<file path="config.mk">
export PLATFORM = sky130hd
export DESIGN_NAME = uart_cmd_top
export DESIGN_NICKNAME = d
export VERILOG_FILES = /design/src/design/uart_line_pkg.sv /design/src/design/uart_cmd_pkg.sv /design/src/design/uart_tx_frame.sv /design/src/design/uart_rx_frame.sv /design/src/design/uart_cmd_engine.sv /design/src/design/uart_cmd_top.sv
export SDC_FILE = /design/constraint.sdc
export NUM_CORES = 1
export LEC_CHECK = 0
export CORE_AREA = 10 10 95 97
export DETAILED_ROUTE_END_ITERATION = 10
export DIE_AREA = 0 0 105 107
export DONT_BUFFER_PORTS = 1
export GPL_ROUTABILITY_DRIVEN = 1
export GPL_TIMING_DRIVEN = 0
export PLACE_DENSITY = 0.69
export REMOVE_ABC_BUFFERS = 1
export SLEW_MARGIN = 20
export SYNTH_ARGS = -nofsm -noshare
export SYNTH_HDL_FRONTEND = slang
export SYNTH_SLANG_ARGS = --single-unit
</file>
<file path="constraint.sdc">
create_clock -name clk -period 3.9 [get_ports clk]
set_input_delay 0.195 -clock clk [delete_from_list [all_inputs] [get_ports clk]]
set_output_delay 0.195 -clock clk [all_outputs]
set_load 0.05 [all_outputs]
</file>
<file path="src/design/uart_line_pkg.sv">
package uart_line_pkg;

  // ======================================================================
  // Bit timing
  // ======================================================================

  // Clock cycles per UART bit. This build runs a short bit for simulation.
  // At 50 MHz and 115200 baud the value would be 434.
  localparam int CLKS_PER_BIT = 16;

  // ======================================================================
  // Frame shape
  // ======================================================================

  localparam int DATA_BITS = 8;   // Sent LSB first.

  // One start bit, the data bits, one odd-parity bit and one stop bit.
  localparam int FRAME_BITS = DATA_BITS + 3;

  // Position of the stop bit when counting the bits after the start bit.
  // The parity bit sits just before it.
  localparam int STOP_POS = DATA_BITS + 1;

endpackage

</file>
<file path="src/design/uart_cmd_pkg.sv">
package uart_cmd_pkg;

  // ======================================================================
  // Command word layout
  // ======================================================================

  localparam int CMD_WIDTH  = 16;
  localparam int READ_WIDTH = 8;

  // Bit 15 is the operation flag, 1 for write and 0 for read.
  localparam int CMD_RW_BIT = 15;

  // The register address sits directly below the operation flag.
  localparam int ADDR_WIDTH = 7;
  localparam int ADDR_LSB   = CMD_RW_BIT - ADDR_WIDTH;

  // ======================================================================
  // Command timing
  // ======================================================================

  // Idle cycles between the header byte and the data byte of a write.
  localparam int BYTE_GAP_CYCLES = 100;

  // Cycles allowed after the header stop bit for the response start bit.
  localparam int RESP_TIMEOUT_CYCLES = 400;

  // One counter serves both waits, so it is sized for the longer one.
  localparam int WAIT_MAX_CYCLES = (RESP_TIMEOUT_CYCLES > BYTE_GAP_CYCLES) ?
                                   RESP_TIMEOUT_CYCLES : BYTE_GAP_CYCLES;
  localparam int WAIT_CNT_WIDTH  = $clog2(WAIT_MAX_CYCLES);

endpackage

</file>
<file path="src/design/uart_tx_frame.sv">
`timescale 1ns/1ps

module uart_tx_frame #(
  parameter int clks_per_bit = uart_line_pkg::CLKS_PER_BIT
) (
  input  logic                                clk,
  input  logic                                rst_n,
  input  logic                                tx_start,
  input  logic [uart_line_pkg::DATA_BITS-1:0] tx_data,
  output logic                                tx,
  output logic                                tx_busy,
  output logic                                tx_done
);

  import uart_line_pkg::*;

  localparam int BAUD_W = (clks_per_bit > 1) ? $clog2(clks_per_bit) : 1;
  localparam int BIT_W  = $clog2(FRAME_BITS);

  logic [BAUD_W-1:0]     baud_cnt;
  logic [BIT_W-1:0]      bit_cnt;     // Index of the bit now on the line.
  logic [FRAME_BITS-2:0] shift_reg;   // Bits still to go after the start bit.
  logic                  load;
  logic                  bit_end;

  assign load    = tx_start && !tx_busy;
  assign bit_end = (baud_cnt == BAUD_W'(clks_per_bit - 1));

  // ======================================================================
  // Line control
  // ======================================================================

  // The start bit goes out on the load edge, and each later bit follows
  // a full bit period after the one before it.
  always_ff @(posedge clk or negedge rst_n)
  begin
    if (!rst_n)
    begin
      tx       <= 1'b1;
      tx_busy  <= 1'b0;
      tx_done  <= 1'b0;
      baud_cnt <= '0;
      bit_cnt  <= '0;
    end
    else
    begin
      tx_done <= 1'b0;
      if (load)
      begin
        tx       <= 1'b0;   // Start bit.
        tx_busy  <= 1'b1;
        baud_cnt <= '0;
        bit_cnt  <= '0;
      end
      else if (tx_busy)
      begin
        if (bit_end)
        begin
          baud_cnt <= '0;
          if (bit_cnt == BIT_W'(FRAME_BITS - 1))
          begin
            // End of the stop bit.
            tx      <= 1'b1;
            tx_busy <= 1'b0;
            tx_done <= 1'b1;
          end
          else
          begin
            tx      <= shift_reg[0];
            bit_cnt <= bit_cnt + 1'b1;
          end
        end
        else
          baud_cnt <= baud_cnt + 1'b1;
      end
    end
  end

  // ======================================================================
  // Frame shifter
  // ======================================================================

  // Odd parity is formed once at load. Ones fill in behind, so the stop
  // bit and the idle level come out of the same register.
  always_ff @(posedge clk)
  begin
    if (load)
      shift_reg <= {1'b1, ~^tx_data, tx_data};
    else if (tx_busy && bit_end)
      shift_reg <= {1'b1, shift_reg[FRAME_BITS-2:1]};
  end

endmodule

</file>
<file path="src/design/uart_rx_frame.sv">
`timescale 1ns/1ps

module uart_rx_frame #(
  parameter int clks_per_bit = uart_line_pkg::CLKS_PER_BIT
) (
  input  logic                                clk,
  input  logic                                rst_n,
  input  logic                                rx_enable,
  input  logic                                rx,
  output logic                                rx_active,
  output logic [uart_line_pkg::DATA_BITS-1:0] rx_data,
  output logic                                rx_valid,
  output logic                                rx_frame_err
);

  import uart_line_pkg::*;

  localparam int BAUD_W   = (clks_per_bit > 1) ? $clog2(clks_per_bit) : 1;
  localparam int BIT_W    = $clog2(FRAME_BITS);
  localparam int HALF_BIT = (clks_per_bit > 1) ? clks_per_bit / 2 : 1;

  typedef enum logic [1:0] {
    RX_IDLE,
    RX_START,
    RX_BITS,
    RX_TAIL
  } rx_state_t;

  rx_state_t         state;
  logic [2:0]        rx_hist;      // Two synchronizer stages and one of history.
  logic              rx_sync;
  logic              fall_edge;
  logic              frame_start;
  logic              half_hit;
  logic              full_hit;
  logic [BAUD_W-1:0] baud_cnt;
  logic [BIT_W-1:0]  bit_cnt;      // Counts data, parity and stop bits.
  logic              parity_acc;

  assign rx_sync     = rx_hist[1];
  assign fall_edge   = rx_hist[2] && !rx_hist[1];
  assign frame_start = (state == RX_IDLE) && rx_enable && fall_edge;
  assign rx_active   = (state != RX_IDLE) || frame_start;
  assign half_hit    = (baud_cnt == BAUD_W'(HALF_BIT - 1));
  assign full_hit    = (baud_cnt == BAUD_W'(clks_per_bit - 1));

  always_ff @(posedge clk or negedge rst_n)
  begin
    if (!rst_n)
      rx_hist <= '1;
    else
      rx_hist <= {rx_hist[1:0], rx};
  end

  // ======================================================================
  // Frame FSM
  // ======================================================================

  always_ff @(posedge clk or negedge rst_n)
  begin
    if (!rst_n)
    begin
      state        <= RX_IDLE;
      baud_cnt     <= '0;
      bit_cnt      <= '0;
      parity_acc   <= 1'b0;
      rx_valid     <= 1'b0;
      rx_frame_err <= 1'b0;
    end
    else
    begin
      rx_valid <= 1'b0;
      case (state)
        RX_IDLE:
        begin
          if (frame_start)
          begin
            baud_cnt <= '0;
            state    <= RX_START;
          end
        end
        RX_START:
        begin
          if (half_hit)
          begin
            baud_cnt   <= '0;
            bit_cnt    <= '0;
            parity_acc <= 1'b0;
            // A high level at mid start bit was only a glitch.
            if (rx_sync)
              state <= RX_IDLE;
            else
              state <= RX_BITS;
          end
          else
            baud_cnt <= baud_cnt + 1'b1;
        end
        RX_BITS:
        begin
          if (full_hit)
          begin
            baud_cnt <= '0;
            if (bit_cnt == BIT_W'(STOP_POS))
            begin
              // Data and parity together must hold an odd number of ones.
              rx_frame_err <= !parity_acc || !rx_sync;
              state        <= RX_TAIL;
            end
            else
            begin
              parity_acc <= parity_acc ^ rx_sync;
              bit_cnt    <= bit_cnt + 1'b1;
            end
          end
          else
            baud_cnt <= baud_cnt + 1'b1;
        end
        RX_TAIL:
        begin
          if (half_hit)
          begin
            baud_cnt <= '0;
            rx_valid <= 1'b1;
            state    <= RX_IDLE;
          end
          else
            baud_cnt <= baud_cnt + 1'b1;
        end
        default: state <= RX_IDLE;
      endcase
    end
  end

  // Data bits arrive LSB first and shift in from the top.
  always_ff @(posedge clk)
  begin
    if (state == RX_BITS && full_hit && bit_cnt < BIT_W'(DATA_BITS))
      rx_data <= {rx_sync, rx_data[DATA_BITS-1:1]};
  end

endmodule

</file>
<file path="src/design/uart_cmd_engine.sv">
`timescale 1ns/1ps

module uart_cmd_engine (
  input  logic                                 clk,
  input  logic                                 rst_n,
  input  logic [uart_cmd_pkg::CMD_WIDTH-1:0]   cmd_in,
  input  logic                                 cmd_vld,
  output logic                                 cmd_rdy,
  output logic                                 tx_start,
  output logic [uart_line_pkg::DATA_BITS-1:0]  tx_data,
  input  logic                                 tx_busy,
  input  logic                                 tx_done,
  output logic                                 rx_enable,
  input  logic                                 rx_active,
  input  logic [uart_line_pkg::DATA_BITS-1:0]  rx_data,
  input  logic                                 rx_valid,
  input  logic                                 rx_frame_err,
  output logic [uart_cmd_pkg::READ_WIDTH-1:0]  read_data,
  output logic                                 read_valid,
  output logic                                 read_err
);

  import uart_line_pkg::*;
  import uart_cmd_pkg::*;

  typedef enum logic [2:0] {
    ST_IDLE,
    ST_HEADER,
    ST_GAP,
    ST_DATA,
    ST_WAIT_RESP,
    ST_RECEIVE,
    ST_REPORT
  } state_t;

  state_t                    state;
  logic [WAIT_CNT_WIDTH-1:0] wait_cnt;   // Byte gap and response timeout.
  logic                      is_write;
  logic [DATA_BITS-1:0]      wr_byte;
  logic                      cmd_take;
  logic                      gap_done;
  logic                      resp_timeout;
  logic                      resp_done;

  assign cmd_rdy   = (state == ST_IDLE);
  assign cmd_take  = cmd_vld && cmd_rdy;
  assign rx_enable = (state == ST_WAIT_RESP) || (state == ST_RECEIVE);

  assign gap_done     = (wait_cnt == WAIT_CNT_WIDTH'(BYTE_GAP_CYCLES - 1));
  assign resp_timeout = (state == ST_WAIT_RESP) && !rx_active &&
                        (wait_cnt == WAIT_CNT_WIDTH'(RESP_TIMEOUT_CYCLES - 1));
  assign resp_done    = (state == ST_RECEIVE) && rx_valid;

  // ======================================================================
  // Command sequencer
  // ======================================================================

  always_ff @(posedge clk or negedge rst_n)
  begin
    if (!rst_n)
    begin
      state      <= ST_IDLE;
      wait_cnt   <= '0;
      tx_start   <= 1'b0;
      read_valid <= 1'b0;
    end
    else
    begin
      tx_start   <= 1'b0;
      read_valid <= 1'b0;
      case (state)
        ST_IDLE:
        begin
          if (cmd_take)
          begin
            tx_start <= 1'b1;   // Header byte.
            state    <= ST_HEADER;
          end
        end
        ST_HEADER:
        begin
          if (tx_done)
          begin
            wait_cnt <= '0;
            if (is_write)
              state <= ST_GAP;
            else
              state <= ST_WAIT_RESP;
          end
        end
        ST_GAP:
        begin
          if (gap_done && !tx_busy)
          begin
            tx_start <= 1'b1;
            state    <= ST_DATA;
          end
          else if (!gap_done)
            wait_cnt <= wait_cnt + 1'b1;
        end
        ST_DATA:
        begin
          if (tx_done)
            state <= ST_IDLE;
        end
        ST_WAIT_RESP:
        begin
          if (rx_active)
            state <= ST_RECEIVE;
          else if (resp_timeout)
          begin
            read_valid <= 1'b1;
            state      <= ST_REPORT;
          end
          else
            wait_cnt <= wait_cnt + 1'b1;
        end
        ST_RECEIVE:
        begin
          if (resp_done)
          begin
            read_valid <= 1'b1;
            state      <= ST_REPORT;
          end
          else if (!rx_active)
            state <= ST_WAIT_RESP;   // Start bit was a glitch, keep waiting.
        end
        ST_REPORT: state <= ST_IDLE;  // Result pulse is on the port now.
        default:   state <= ST_IDLE;
      endcase
    end
  end

  // ======================================================================
  // Command and result registers
  // ======================================================================

  always_ff @(posedge clk)
  begin
    if (cmd_take)
    begin
      is_write <= cmd_in[CMD_RW_BIT];
      wr_byte  <= cmd_in[DATA_BITS-1:0];
      tx_data  <= {cmd_in[CMD_RW_BIT], cmd_in[ADDR_LSB +: ADDR_WIDTH]};
    end
    else if (state == ST_GAP)
      tx_data <= wr_byte;

    if (resp_timeout)
    begin
      read_err  <= 1'b1;
      read_data <= '0;
    end
    else if (resp_done)
    begin
      read_err  <= rx_frame_err;
      read_data <= rx_frame_err ? '0 : rx_data;   // No data on a bad frame.
    end
  end

endmodule

</file>
<file path="src/design/uart_cmd_top.sv">
`timescale 1ns/1ps

module uart_cmd_top (
  input  logic                                clk,
  input  logic                                rst_n,
  input  logic [uart_cmd_pkg::CMD_WIDTH-1:0]  cmd_in,
  input  logic                                cmd_vld,
  output logic                                cmd_rdy,
  input  logic                                rx,
  output logic                                tx,
  output logic [uart_cmd_pkg::READ_WIDTH-1:0] read_data,
  output logic                                read_valid,
  output logic                                read_err
);

  import uart_line_pkg::*;

  logic                 tx_start;
  logic [DATA_BITS-1:0] tx_data;
  logic                 tx_busy;
  logic                 tx_done;
  logic                 rx_enable;
  logic                 rx_active;
  logic [DATA_BITS-1:0] rx_data;
  logic                 rx_valid;
  logic                 rx_frame_err;

  uart_cmd_engine u_engine (
    .clk          (clk),
    .rst_n        (rst_n),
    .cmd_in       (cmd_in),
    .cmd_vld      (cmd_vld),
    .cmd_rdy      (cmd_rdy),
    .tx_start     (tx_start),
    .tx_data      (tx_data),
    .tx_busy      (tx_busy),
    .tx_done      (tx_done),
    .rx_enable    (rx_enable),
    .rx_active    (rx_active),
    .rx_data      (rx_data),
    .rx_valid     (rx_valid),
    .rx_frame_err (rx_frame_err),
    .read_data    (read_data),
    .read_valid   (read_valid),
    .read_err     (read_err)
  );

  uart_tx_frame u_tx (
    .clk      (clk),
    .rst_n    (rst_n),
    .tx_start (tx_start),
    .tx_data  (tx_data),
    .tx       (tx),
    .tx_busy  (tx_busy),
    .tx_done  (tx_done)
  );

  uart_rx_frame u_rx (
    .clk          (clk),
    .rst_n        (rst_n),
    .rx_enable    (rx_enable),
    .rx           (rx),
    .rx_active    (rx_active),
    .rx_data      (rx_data),
    .rx_valid     (rx_valid),
    .rx_frame_err (rx_frame_err)
  );

endmodule

</file>
Word level (Yosys, flattened, before mapping). Index checks and enable logic that the tools add are counted.

Flip-flop bits (word level): 84. Bits in latches: 0. Memory bits (writable): 0. Bits in read-only memories: 0. Output and inout port bits: 12. Logic and storage cells: 167. Memories kept: 0.

$add $sub $neg: 5. Multiply operators: 0. Div/mod/pow operators: 0. Magnitude comparators: 1. Equality and inequality tests: 32. Shift-type cells: 0. Multiplexer cells: 68. Bitwise gates (word level): 1. Reduce and logical (&&, ||, !) cells: 37.

Operators by type and width (count): 9-bit two-way mux (7); 4-bit two-way mux (13); 3-bit two-way mux (9); 9-bit one-hot mux with 3 select lines (1); 8-bit two-way mux (3); 1-bit two-way mux (22); 2-bit by 1-bit != test with 1-bit output, second input constant (9); 3-bit one-hot mux with 6 select lines (1); 4-bit by 1-bit adder with 4-bit output, second input constant (4); 4-bit equality test, second input constant (4); 1-bit logical AND (12); 2-bit two-way mux (6); 2-bit != test, second input constant (6); 4-bit one-hot mux with 3 select lines (1); 6-bit AND reduction (2); 2-bit nonzero test (6); 9-bit by 1-bit adder with 9-bit output, second input constant (1); 9-bit by 7-bit equality test with 1-bit output, second input constant (1); 9-bit equality test, second input constant (1); 2-bit one-hot mux with 4 select lines (1); 4-bit one-hot mux with 2 select lines (1); 8-bit XNOR reduction (1); 3-bit by 2-bit equality test with 1-bit output, second input constant (2); 3-bit equality test, second input constant (2); 19 further kinds (28).

Logic depth before layout (Yosys ltp). Gate-level depths: netlist of run 1.

Depth after elaboration: 11. Mapped depth: 8. Gate-level depth less buffers: 7.

Modules after synthesis. Synthesis of run 1 repeated with hierarchy kept, for this count alone.

Cell total of the unflattened synthesis: 338. Area, all modules: 4040.1 um2.

By module, submodules not included: uart_cmd_engine (instances 1, cells each 170, area each 1911.8 um2, seq. area each 1041.0 um2); uart_rx_frame (instances 1, cells each 87, area each 1097.3 um2, seq. area each 644.4 um2); uart_tx_frame (instances 1, cells each 81, area each 1031.0 um2, seq. area each 546.8 um2).

Least setup slack after synthesis of run 1. OpenSTA, ideal clock, no wires.

Kind: flip-flop to flip-flop. Start point: register u_engine.state[2]. End point: register u_engine.tx_data[0] in the netlist's numbering, data pin. Library setup time: 0.260 ns. Arrival time: 2.907 ns. Required time: 3.640 ns. Path slack: 0.733 ns. Stages on the path, launching flop included: 6. Buffers on the path: 2. Cell sequence: dfrtp_1 -> clkbuf_1 -> nor3_1 -> and2_1 -> clkbuf_1 -> mux2_2.

Word-level cells in the longest chain between the ends: 3.

Ends and longest elaborated chain: start, declared (line uart_cmd_engine.sv:36) `state_t state;`; start signal, assigned (line uart_cmd_engine.sv:62) `state <= ST_IDLE;`; start signal, assigned (line uart_cmd_engine.sv:77) `state <= ST_HEADER;`; start signal, assigned (line uart_cmd_engine.sv:86) `state <= ST_GAP;`; 3-bit zero test (line uart_cmd_engine.sv:45) `assign cmd_rdy = (state == ST_IDLE);`; net cmd_rdy (line uart_cmd_top.sv:8) `output logic cmd_rdy,`; 1-bit logical AND (line uart_cmd_engine.sv:46) `assign cmd_take = cmd_vld && cmd_rdy;`; net u_engine.cmd_take (line uart_cmd_engine.sv:40) `logic cmd_take;`; 8-bit two-way mux (line uart_cmd_engine.sv:140) `if (cmd_take)`; end signal, assigned (line uart_cmd_engine.sv:144) `tx_data <= {cmd_in[CMD_RW_BIT], cmd_in[ADDR_LSB +: ADDR_WIDTH]};`; end signal, assigned (line uart_cmd_engine.sv:147) `tx_data <= wr_byte;`; end, declared (line uart_cmd_engine.sv:10) `output logic [uart_line_pkg::DATA_BITS-1:0] tx_data,`.

The timed path passes the listed nets, and every way through them passes these cells. A chain may end at the register's enable or synchronous reset.

Worst setup path after layout of run 1.
Start point: register u_engine.state[2]. End point: register u_engine.wait_cnt[6].

Word-level cells in the longest chain between the ends: 10. Elaborated cells on any way between the ends: 19.

Ends and longest elaborated chain: 3-bit equality test, on equally long branches (line uart_cmd_engine.sv:47, uart_cmd_engine.sv:50, uart_cmd_engine.sv:71); 1-bit logical OR (line uart_cmd_engine.sv:47) `assign rx_enable = (state == ST_WAIT_RESP) || (state == ST_RECEIVE);`; 1-bit logical AND (2 in series) (line uart_rx_frame.sv:42) `assign frame_start = (state == RX_IDLE) && rx_enable && fall_edge;`; 1-bit logical OR (line uart_rx_frame.sv:43) `assign rx_active = (state != RX_IDLE) || frame_start;`; 1-bit zero test (line uart_cmd_engine.sv:50) `assign resp_timeout = (state == ST_WAIT_RESP) && !rx_active &&`; 1-bit logical AND (2 in series) (line uart_cmd_engine.sv:50); 2-bit != test (no source line); 6-bit AND reduction (no source line); end signal, assigned (line uart_cmd_engine.sv:99) `wait_cnt <= wait_cnt + 1'b1;`; end signal, assigned (line uart_cmd_engine.sv:116) `wait_cnt <= wait_cnt + 1'b1;`; end, declared (line uart_cmd_engine.sv:37) `logic [WAIT_CNT_WIDTH-1:0] wait_cnt;`.

Parallel ways exist; a longest one is shown, timed or not.

==> results of run 1 <==
-- routing by layer --
metal / up-vias / global-route usage, % / share of wire [%]
met5: - / 0 / 0
met4: 0 / 5.00 / 1.7
met3: 12 / 5.15 / 6.2
met2: 46 / 19.0 / 45
met1: 1191 / 16.0 / 47
li1: 1290 / - / -
-- power by group through the flow --
| stage | registers, mW | clock network (mW) | logic (mW) |
|---|---|---|---|
| 6_report | 0.918 | 0.594 | 0.0216 |
| 5_1_grt | 0.918 | 0.649 | 0.0248 |
| 4_1_cts | 0.918 | 0.609 | 0.0225 |
| 3_5_place_dp | 0.937 | 0 | 0.00255 |
| 3_3_place_gp | 0.936 | 0 | 0.00252 |
| 2_1_floorplan | 0.936 | 0 | 0.00225 |
-- final timing paths --
path	start	to	slack (ns)
min reg2reg	u_rx.rx_hist[0]	u_rx.rx_hist[1]	0.36
max	u_engine.state[2]	u_engine.wait_cnt[6]	1.34
min in group asynchronous	rst_n	u_rx.baud_cnt[1]	0.28
max in group asynchronous	rst_n	u_tx.tx	3.35
max reg2reg	u_engine.state[2]	u_engine.wait_cnt[6]	1.34
min	cmd_in[9]	u_engine.tx_data[1]	0.04
-- cell type report --
cell class	instances	area, µm²	share of cell area (%)
flip-flops and latches	84	2230	52.9
multi-input cells	248	1500	35.6
repair buffers	15	146	3.47
clock buffers	9	124	2.93
well taps	99	124	2.93
clock inverters	7	62.6	1.48
inverters	8	30.0	0.711
-- cell families (layout without fill, tap and decap cells) --
family / Yosys count / in the layout / synth area share (%)
flops: 84 / 84 / 58.1
simple gates: 148 / 148 / 18.8
buf+inv: 23 / 39 / 3.12
mux: 12 / 12 / 3.64
compound gates: 66 / 66 / 10.6
xor+xnor: 14 / 14 / 3.19
fa+ha+maj: 8 / 8 / 2.60
-- worst register-to-register path, stage by stage (launching register included) --
cell and delay, ns:
dfrtp_1 0.60, nand2b_1 0.23, or4_4 0.60, mux2i_2 0.58
nor3_2 0.13, mux2_4 0.32
-- synth_stat cells (3+ instances only) --
library cell / count / area share [%]
nor3_1: 8 / 1.0
inv_1: 7 / 0.68
xor2_1: 5 / 1.1
a21o_1: 3 / 0.59
nor3b_1: 3 / 0.59
a21oi_1: 21 / 2.7
xnor2_1: 9 / 2.1
dfrtp_1: 37 / 24
nand2_1: 52 / 5.1
and3_1: 3 / 0.49
or3_1: 3 / 0.49
buf_6: 4 / 1.2
nand4_1: 4 / 0.65
edfxtp_1: 34 / 27
o31ai_1: 9 / 1.8
o21ai_0: 17 / 2.2
nor2_1: 28 / 2.7
dfstp_2: 4 / 2.7
nand2b_1: 5 / 0.81
ha_1: 8 / 2.6
nor2b_1: 6 / 0.98
nor4_1: 4 / 0.65
mux2_2: 9 / 2.6
clkbuf_1: 10 / 0.98
dfxtp_1: 9 / 4.7
or2_2: 3 / 0.49
nand3_1: 16 / 2.1
a22o_1: 6 / 1.4
-- metrics by stage --
stage | std cells | total power, mW | cell area, µm² | setup WS [ns] | utilization (%)
after floorplan | 340 | 0.938 | 3750 | 0.960 | -
after global placement | 439 | 0.939 | 3880 | 0.579 | 54.3
after detailed placement | 442 | 0.939 | 3910 | 1.38 | 54.7
after CTS | 470 | 1.55 | 4220 | 1.35 | 59.2
after global routing | 470 | 1.59 | 4220 | 1.22 | 59.2
final | 470 | 1.53 | 4220 | 1.34 | 59.2
==> results_dict.tcl, run 1 <==
set metrics [dict create \
    status "finished, final reports clean" \
    r2r_cells 5 \
    worstPathArrival_ns 2.82 \
    switching_share_pct 23.5 \
    dp_hpwl_mm 4.66 \
    power_frac_comb_pct 1.4 \
    max_freq_ghz 0.391 \
    pwr-share-seq_pct 59.8 \
    critPathSlowestCell "dfrtp_1" \
    cts-hold-fix-buffers 12 \
    ys_ff_latch 84 \
    drt_iter0_markers 120 \
    gr-usage-all-layers_pct 12.6 \
    htree_num_levels 3 \
    crit_path_end_kind "register" \
    syn_area_mm2 0.00384 \
    synthFlopType "dfrtp_1" \
    yosysSeqAreaShare_pct 58.1 \
    drtPass1Iterations 4 \
    power.switching_uw 360 \
    cts_root_buf "clkbuf_8" \
    critPathTopFamily "simple AND/OR/NAND/NOR gates" \
    crit_cells 5 \
    cts_buffers 9 \
    cts_resized 0 \
    clk_path_buf_depth 2 \
    die_width_um 105 \
    grt-ovfl-total 0 \
    viasPerCell 5.40 \
    synth_async_sr_flop_share_pct 48.8 \
    worst_slew_pin_slew_ns 0.858 \
    finalSetupViolCount 0 \
    yosysWarnings 0 \
    syn_avg_cell_area_um2 10.8 \
    power_density_mw_per_mm2 363 \
    critPathMaxFanout 13 \
    clkPwrFrac_pct 38.8 \
    vias 2539 \
    drv_slew 0 \
    criticalPathCategory "reg -> reg" \
    totalWireLength_mm 6.84 \
    synth-edff-count 34 \
    clk_pin_slew_ns 0.09 \
    floorplan.die.height_um 107 \
    grt_pass1_wl_mm 11.7 \
    antenna_left 0 \
    dieArea_mm2 0.0112 \
    layout-drive-gt1-share_pct 11.1 \
    max_cap_viol_count 0 \
    synth_cell_types 48 \
    io_buffers 0 \
    cts_tree "done" \
    startpoint_type "register" \
    drc 0 \
    antenna_found_initial 0 \
    worstPathRequired_ns 4.16 \
    period_needed_ns 2.56 \
    layout_common_cells "52 x nand2_1, 37 x dfrtp_1, 34 x edfxtp_1, 28 x nor2_1, 21 x a21oi_1" \
    path_buf_inv 0 \
    timing.setup.tns_ns 0 \
    grt_pass1_vias 2425 \
    relSlewSlack_pct 42.7 \
    final_common_cell "nand2_1" \
    skew_ns 0.00709 \
    clk_latency_ns 0.37 \
    rows 31 \
    core_area_mm2 0.00714 \
    io_pins 32 \
    diodes 0 \
    routabilityCongestion 0.757 \
    rsz0062_at_grt "no" \
    wl_per_cell_um 14.6 \
    grt_start_max_net_pins 42 \
    cts_num_sinks 84 \
    fin_crit_sh_pct 65.6 \
    internal-power_mw 1.17 \
    irDropWorstVdd_mv 0.238 \
    hold_viol 0 \
    crit_chain "nand2b_1, or4_4, mux2i_2, nor3_2, mux2_4" \
    worst_hold_slack_ns 0.0445 \
    cpPeakStageDelay_ns 0.60 \
    nFillCells 624 \
    synth_cells 355 \
    nets 394 \
    cts_setup_buffers 0 \
    initial_core_util_pct 53.9 \
    hold_path_depth 1 \
    p_leak_nw 1.65 \
    hold_path_class "in -> reg" \
    area_growth_pct 9.83 \
]
No activity file was read; power rests on OpenSTA's default activity.
==> inputs of run 2 (changes only) <==
--- a/config.mk
+++ b/config.mk
@@ -11,7 +11,7 @@
 export DONT_BUFFER_PORTS = 1
 export GPL_ROUTABILITY_DRIVEN = 1
 export GPL_TIMING_DRIVEN = 0
-export PLACE_DENSITY = 0.69
+export PLACE_DENSITY = 0.72
 export REMOVE_ABC_BUFFERS = 1
 export SLEW_MARGIN = 20
 export SYNTH_ARGS = -nofsm -noshare
==> constraint.sdc (replaced) <==
create_clock -name clk -period 2.1 [get_ports clk]
set_input_delay 0.105 -clock clk [delete_from_list [all_inputs] [get_ports clk]]
set_output_delay 0.105 -clock clk [all_outputs]
set_load 0.05 [all_outputs]
==> run 2 against run 1 <==
Effect of this change:
- the flow now finishes with violations (setup timing)
- worst hold slack improved by 0.088 ns
- final cell count increased by 6.2%
- critical path depth unchanged
- first-iteration DRC count fell by 30%
- clock power rose by 97%
- non-clock buffer count rose by 28
- register-to-register slack worse by 1.4 ns
- count of clock-buffer cells in the layout rose by 1
- clock skew fell by 0.0024 ns
- routed wire length increased by 11%
- die area stayed put
==> results_dict.tcl, run 2 (same netlist as run 1, synthesis figures left out) <==
set metrics [dict create \
    status "finished with violations" \
    violations "setup timing" \
    totalWireLength_mm 7.59 \
    crit_chain "or2_4, or4_4, mux2i_4, or4_1, a21oi_2" \
    regArea_mm2 0.00224 \
    wl_per_cell_um 15.2 \
    htree_num_levels 3 \
    p_leak_nw 1.80 \
    floorplan.die.height_um 107 \
    critPathSlowestCell "or4_4" \
    fin_ws_ns -0.0712 \
    layout_common_cells "52 x nand2_1, 34 x edfxtp_1, 32 x dfrtp_1, 27 x nor2_1, 22 x buf_4" \
    timing.setup.tns_ns -0.0712 \
    drt_iter0_markers 84 \
    drc 0 \
    rsz0062_at_grt "yes" \
    irDropWorstVdd_mv 0.537 \
    grt_start_max_net_pins 42 \
    drv_slew 0 \
    initial_core_util_pct 53.9 \
    clk_pin_slew_ns 0.09 \
    antenna_left 0 \
    r2r_cells 5 \
    critPathMaxFanout 5 \
    clk_latency_ns 0.35 \
    rows 31 \
    final_common_cell "nand2_1" \
    diodes 0 \
    clk_path_buf_depth 2 \
    io_pins 32 \
    io_buffers 0 \
    dieArea_mm2 0.0112 \
    max_cap_viol_count 0 \
    post-route-util_pct 63.6 \
    finalPower_mw 2.92 \
    period_needed_ns 2.17 \
    worstPathRequired_ns 2.38 \
    startpoint_type "register" \
    finalSetupViolCount 1 \
    holdPathEnd "u_engine.wr_byte[1]" \
    cts_num_sinks 84 \
    power_density_mw_per_mm2 644 \
    grt_pass1_vias 2573 \
    skew_ns 0.00467 \
    hold_viol 0 \
    max_freq_ghz 0.461 \
    viasPerCell 5.46 \
    multiInputGateArea_mm2 0.00158 \
    vias 2725 \
    r2r_end "u_engine.wait_cnt[4]" \
    die_width_um 105 \
    crit_path_end_kind "register" \
    cts_buffers 9 \
    grt-ovfl-total 0 \
    layout-drive-gt1-share_pct 19.0 \
    pre_cts_ws_ns -0.411 \
    cpPeakStageDelay_ns 0.55 \
    cts_root_buf "clkbuf_8" \
    routabilityCongestion 0.788 \
    criticalPathCategory "reg -> reg" \
    nFillCells 579 \
    relSlewSlack_pct 41.2 \
    area_growth_pct 18.1 \
    antenna_found_initial 0 \
    worst_slew_pin_slew_ns 0.880 \
    nets 423 \
    worstPathArrival_ns 2.45 \
    hold_path_depth 1 \
    cts_tree "done" \
    rrSetupSlack_ns -0.07 \
    min-delay-start "cmd_vld" \
    dp_hpwl_mm 4.88 \
    drtPass1Iterations 4 \
    fin_crit_sh_pct 103 \
    hold_path_class "in -> reg" \
    gr-usage-all-layers_pct 13.7 \
    grt_pass1_wl_mm 12.7 \
    core_area_mm2 0.00714 \
]
==> run 2: changes by cell type in the layout (fill, tap and decap cells not counted), sizes merged <==
cell,change
buf,+21
bufinv,+1
clkbuf,+1
clkinvlp,+2
dlygate4sd3,+7
inv,-4
mux2i,+1
==> run 2: area by class of cell <==
cell class	count	area share (%)
well taps	99	2.73
repair buffers	43	8.24
clock inverters	6	1.60
clock buffers	10	2.81
inverters	8	0.661
multi-input cells	249	34.7
flip-flops and latches	84	49.3
==> run 2: worst max-delay path by stage <==
stage                           start                   end  depth (start not counted)
finish                       register  u_engine.wait_cnt[4]                          5
global route                 register  u_engine.wait_cnt[4]                          5
CTS                     u_rx.state[0]  u_engine.wait_cnt[4]                          5
detailed placement  u_engine.state[2]  u_engine.wait_cnt[6]                          5
global placement    u_engine.state[0]   u_engine.tx_data[7]                          3
floorplan           u_engine.state[0]   u_engine.tx_data[0]                          3
==> run 2: worst max-delay path, delay by kind of cell (launching register included) <==
family | cells | cell delay, ns
AND/OR/NAND/NOR | 3 | 1.32
flip-flops | 1 | 0.42
multiplexers | 1 | 0.24
AO/OA/AOI/OAI | 1 | 0.13
==> run 2: where the power goes <==
part           leakage, nW  internal (mW)  switching (mW)
Sequential           0.877           1.70         0.00247
Combinational        0.830         0.0297          0.0231
Clock               0.0910          0.562           0.605
Total                 1.80           2.29           0.630
==> run 2: stage by stage <==
stage	hold WS (ns)	area, µm²	instances
detailed placement	-0.188	3910	442
CTS	0.125	4400	485
floorplan	-0.191	3750	340
finish	0.133	4540	499
global placement	-0.188	3880	439
global route	0.112	4540	499
==> run 2: metal layers <==
layer  track usage [%]  share of wire [%]
met5                 0                  0
met4              4.80               0.91
met3              4.49                5.4
met2              21.0                 48
met1              17.9                 46
==> run 2: what timing repair did <==
item | CTS | global route
gates resized for setup | 11 | 9
setup endpoints to repair | 34 | 34
cloned | 1 | 0
endpoints found under the hold margin | 59 | 0
pin swaps | 7 | 6
buffers inserted | 7 | 14
hold buffers | 19 | 0
==> inputs of run 3 (changes only) <==
--- a/config.mk
+++ b/config.mk
@@ -5,13 +5,14 @@
 export SDC_FILE = /design/constraint.sdc
 export NUM_CORES = 1
 export LEC_CHECK = 0
-export CORE_AREA = 10 10 95 97
+export CORE_AREA = 10 10 94 96
+export CTS_CLUSTER_SIZE = 16
 export DETAILED_ROUTE_END_ITERATION = 10
-export DIE_AREA = 0 0 105 107
+export DIE_AREA = 0 0 104 106
 export DONT_BUFFER_PORTS = 1
 export GPL_ROUTABILITY_DRIVEN = 1
 export GPL_TIMING_DRIVEN = 0
-export PLACE_DENSITY = 0.72
+export PLACE_DENSITY = 0.73
 export REMOVE_ABC_BUFFERS = 1
 export SLEW_MARGIN = 20
 export SYNTH_ARGS = -nofsm -noshare
==> run 3 against run 2 <==
Effect of this change:
- the run still ends with setup timing left
- final cell count down 0.60%
- design area up 0.63%
- non-clock buffer count decreased by 3
- register-to-register slack better by 0.04 ns
- clock power grew 9%
- routed wire length decreased by 0.99%
- clock skew is 0.0032 ns higher
- fmax increased by 1.8%
- power grew 3.5%
- utilization is 1.1 points higher
- worst hold slack better by 0.081 ns
- critical path depth stayed put
- critical path type unchanged
- largest cell class unchanged
- largest power group unchanged
- highest routed layer unchanged
==> results_dict.tcl, run 3 (same netlist as run 1, synthesis figures left out) <==
set metrics [dict create \
    worstPathRequired_ns 2.38 \
    crit_path_start "u_rx.state[0]" \
    antenna_found_initial 0 \
    cts_tree "done" \
    grt_start_max_net_pins 42 \
    top_layer "met4" \
    cp_common_cell "or4_4" \
    antenna_left 0 \
    totalWireLength_mm 7.52 \
    drc 0 \
    critPathMaxFanout 5 \
    clk_latency_ns 0.35 \
    cpPeakStageDelay_ns 0.54 \
    met1_length_mm 3.44 \
    layout_common_cells "51 x nand2_1, 34 x edfxtp_1, 32 x dfrtp_1, 28 x nor2_1, 20 x a21oi_1" \
    period_needed_ns 2.13 \
    power_density_mw_per_mm2 662 \
    critPathSlowestCell "or4_4" \
    finalSetupViolCount 2 \
    io_buffers 0 \
    routabilityCongestion 0.777 \
    viasPerCell 5.51 \
    drt_iter0_markers 152 \
    crit_path_end_kind "register" \
    cts_buffers 9 \
    startpoint_type "register" \
    criticalPathCategory "reg -> reg" \
    rows 31 \
    hold_path_class "in -> async" \
    vias 2732 \
    finalPower_mw 3.03 \
    dr_wl_met2_mm 3.56 \
    initial_core_util_pct 54.5 \
    fin_ws_ns -0.0329 \
    crit_cells 5 \
    rrSetupSlack_ns -0.03 \
    worst_slew_pin_slew_ns 0.878 \
    path_buf_inv 0 \
    clk_pin_slew_ns 0.09 \
    worstPathArrival_ns 2.41 \
    crit_chain "or2_4, or4_4, mux2i_4, or4_4, a21oi_2" \
    dieArea_mm2 0.0110 \
    dp_hpwl_mm 4.81 \
    relSlewSlack_pct 41.4 \
    p_leak_nw 1.81 \
    irDropWorstVdd_mv 0.430 \
    gr-usage-all-layers_pct 13.8 \
    clk_path_buf_depth 2 \
    wl_per_cell_um 15.2 \
    critPathCapture "u_engine.wait_cnt[4]" \
    htree_num_levels 3 \
    placed_cells 442 \
    timing.rr.start "u_rx.state[0]" \
    final_common_cell "nand2_1" \
    drtPass1Iterations 4 \
    skew_ns 0.00790 \
    critPathTopFamily "simple AND/OR/NAND/NOR gates" \
    final_cells 496 \
    io_pins 32 \
    grt_pass1_wl_mm 12.8 \
    layout-drive-gt1-share_pct 19.4 \
    cts_num_sinks 84 \
    die_width_um 104 \
    wl_met3_um 405 \
    nets 420 \
    area_growth_pct 18.9 \
    status "finished with violations" \
    diodes 0 \
    max_freq_ghz 0.469 \
    r2r_cells 5 \
    floorplan.die.height_um 106 \
    cts_root_buf "clkbuf_8" \
    core_area_mm2 0.00706 \
    violations "setup timing" \
    max_cap_viol_count 0 \
    rsz0062_at_grt "yes" \
    fin_crit_sh_pct 102 \
    drv_slew 0 \
    grt_pass1_vias 2638 \
    hold_viol 0 \
    grt-ovfl-total 0 \
    post-route-util_pct 64.7 \
    r2r_end "u_engine.wait_cnt[4]" \
]
-- run 3: cell count changes in the layout (fill, tap and decap cells not counted), sizes merged --
cell	previous run	this run
buf	25	22
clkinv	1	3
clkinvlp	3	1
bufinv	1	2
clkbuf	10	9
-- run 3: layout make-up --
cell class                      instances  area, µm²
Tap cell                               99        124
Fill cell                             534       2490
Inverter                                8       30.0
Clock buffer                            9        124
Timing Repair Buffer                   40        352
Clock inverter                          7       97.6
Multi-Input combinational cell        249       1610
Sequential cell                        84       2240
-- run 3: metrics by stage --
step                      hold WS, ns  instance area [µm²]  worst slack (ns)  TNS, ns
after floorplan                -0.191                 3750            -0.840   -19.37
after global placement         -0.188                 3880             -1.24   -34.63
after detailed placement       -0.188                 3910            -0.394    -8.38
after CTS                       0.137                 4440           -0.0382  -0.0443
after global routing            0.225                 4570            -0.102   -0.284
final                           0.214                 4570           -0.0329  -0.0360
-- run 3: layer usage --
layer,up-vias,track usage [%]
met1,1328,17.8
li1,1340,-
met3,7,4.29
met4,0,4.47
met5,-,0
met2,57,21.9
-- run 3: worst min-delay path by stage --
stage | from | to | slack [ns]
after floorplan | rst_n | async pin | -0.19
after global placement | rst_n | u_rx.bit_cnt[0] | -0.19
after detailed placement | rst_n | u_engine.wait_cnt[0] | -0.19
after CTS | cmd_vld | u_engine.wr_byte[1] | 0.14
after global routing | rst_n | u_tx.tx_busy | 0.23
final | rst_n | u_engine.wait_cnt[3] | 0.21
-- run 3: report_power, final --
group,switching (mW),internal (mW),total [mW]
clock,0.591,0.676,1.27
sequential,0.00229,1.70,1.70
combinational,0.0242,0.0309,0.0552
-- run 3: timing repair --
item	4_1_cts	5_1_grt
pin swaps	7	3
endpoints found under the setup margin	34	31
buffers inserted	8	10
resized for setup	14	12
hold buffers	19	0
cloned	1	0
hold endpoints to repair	59	0
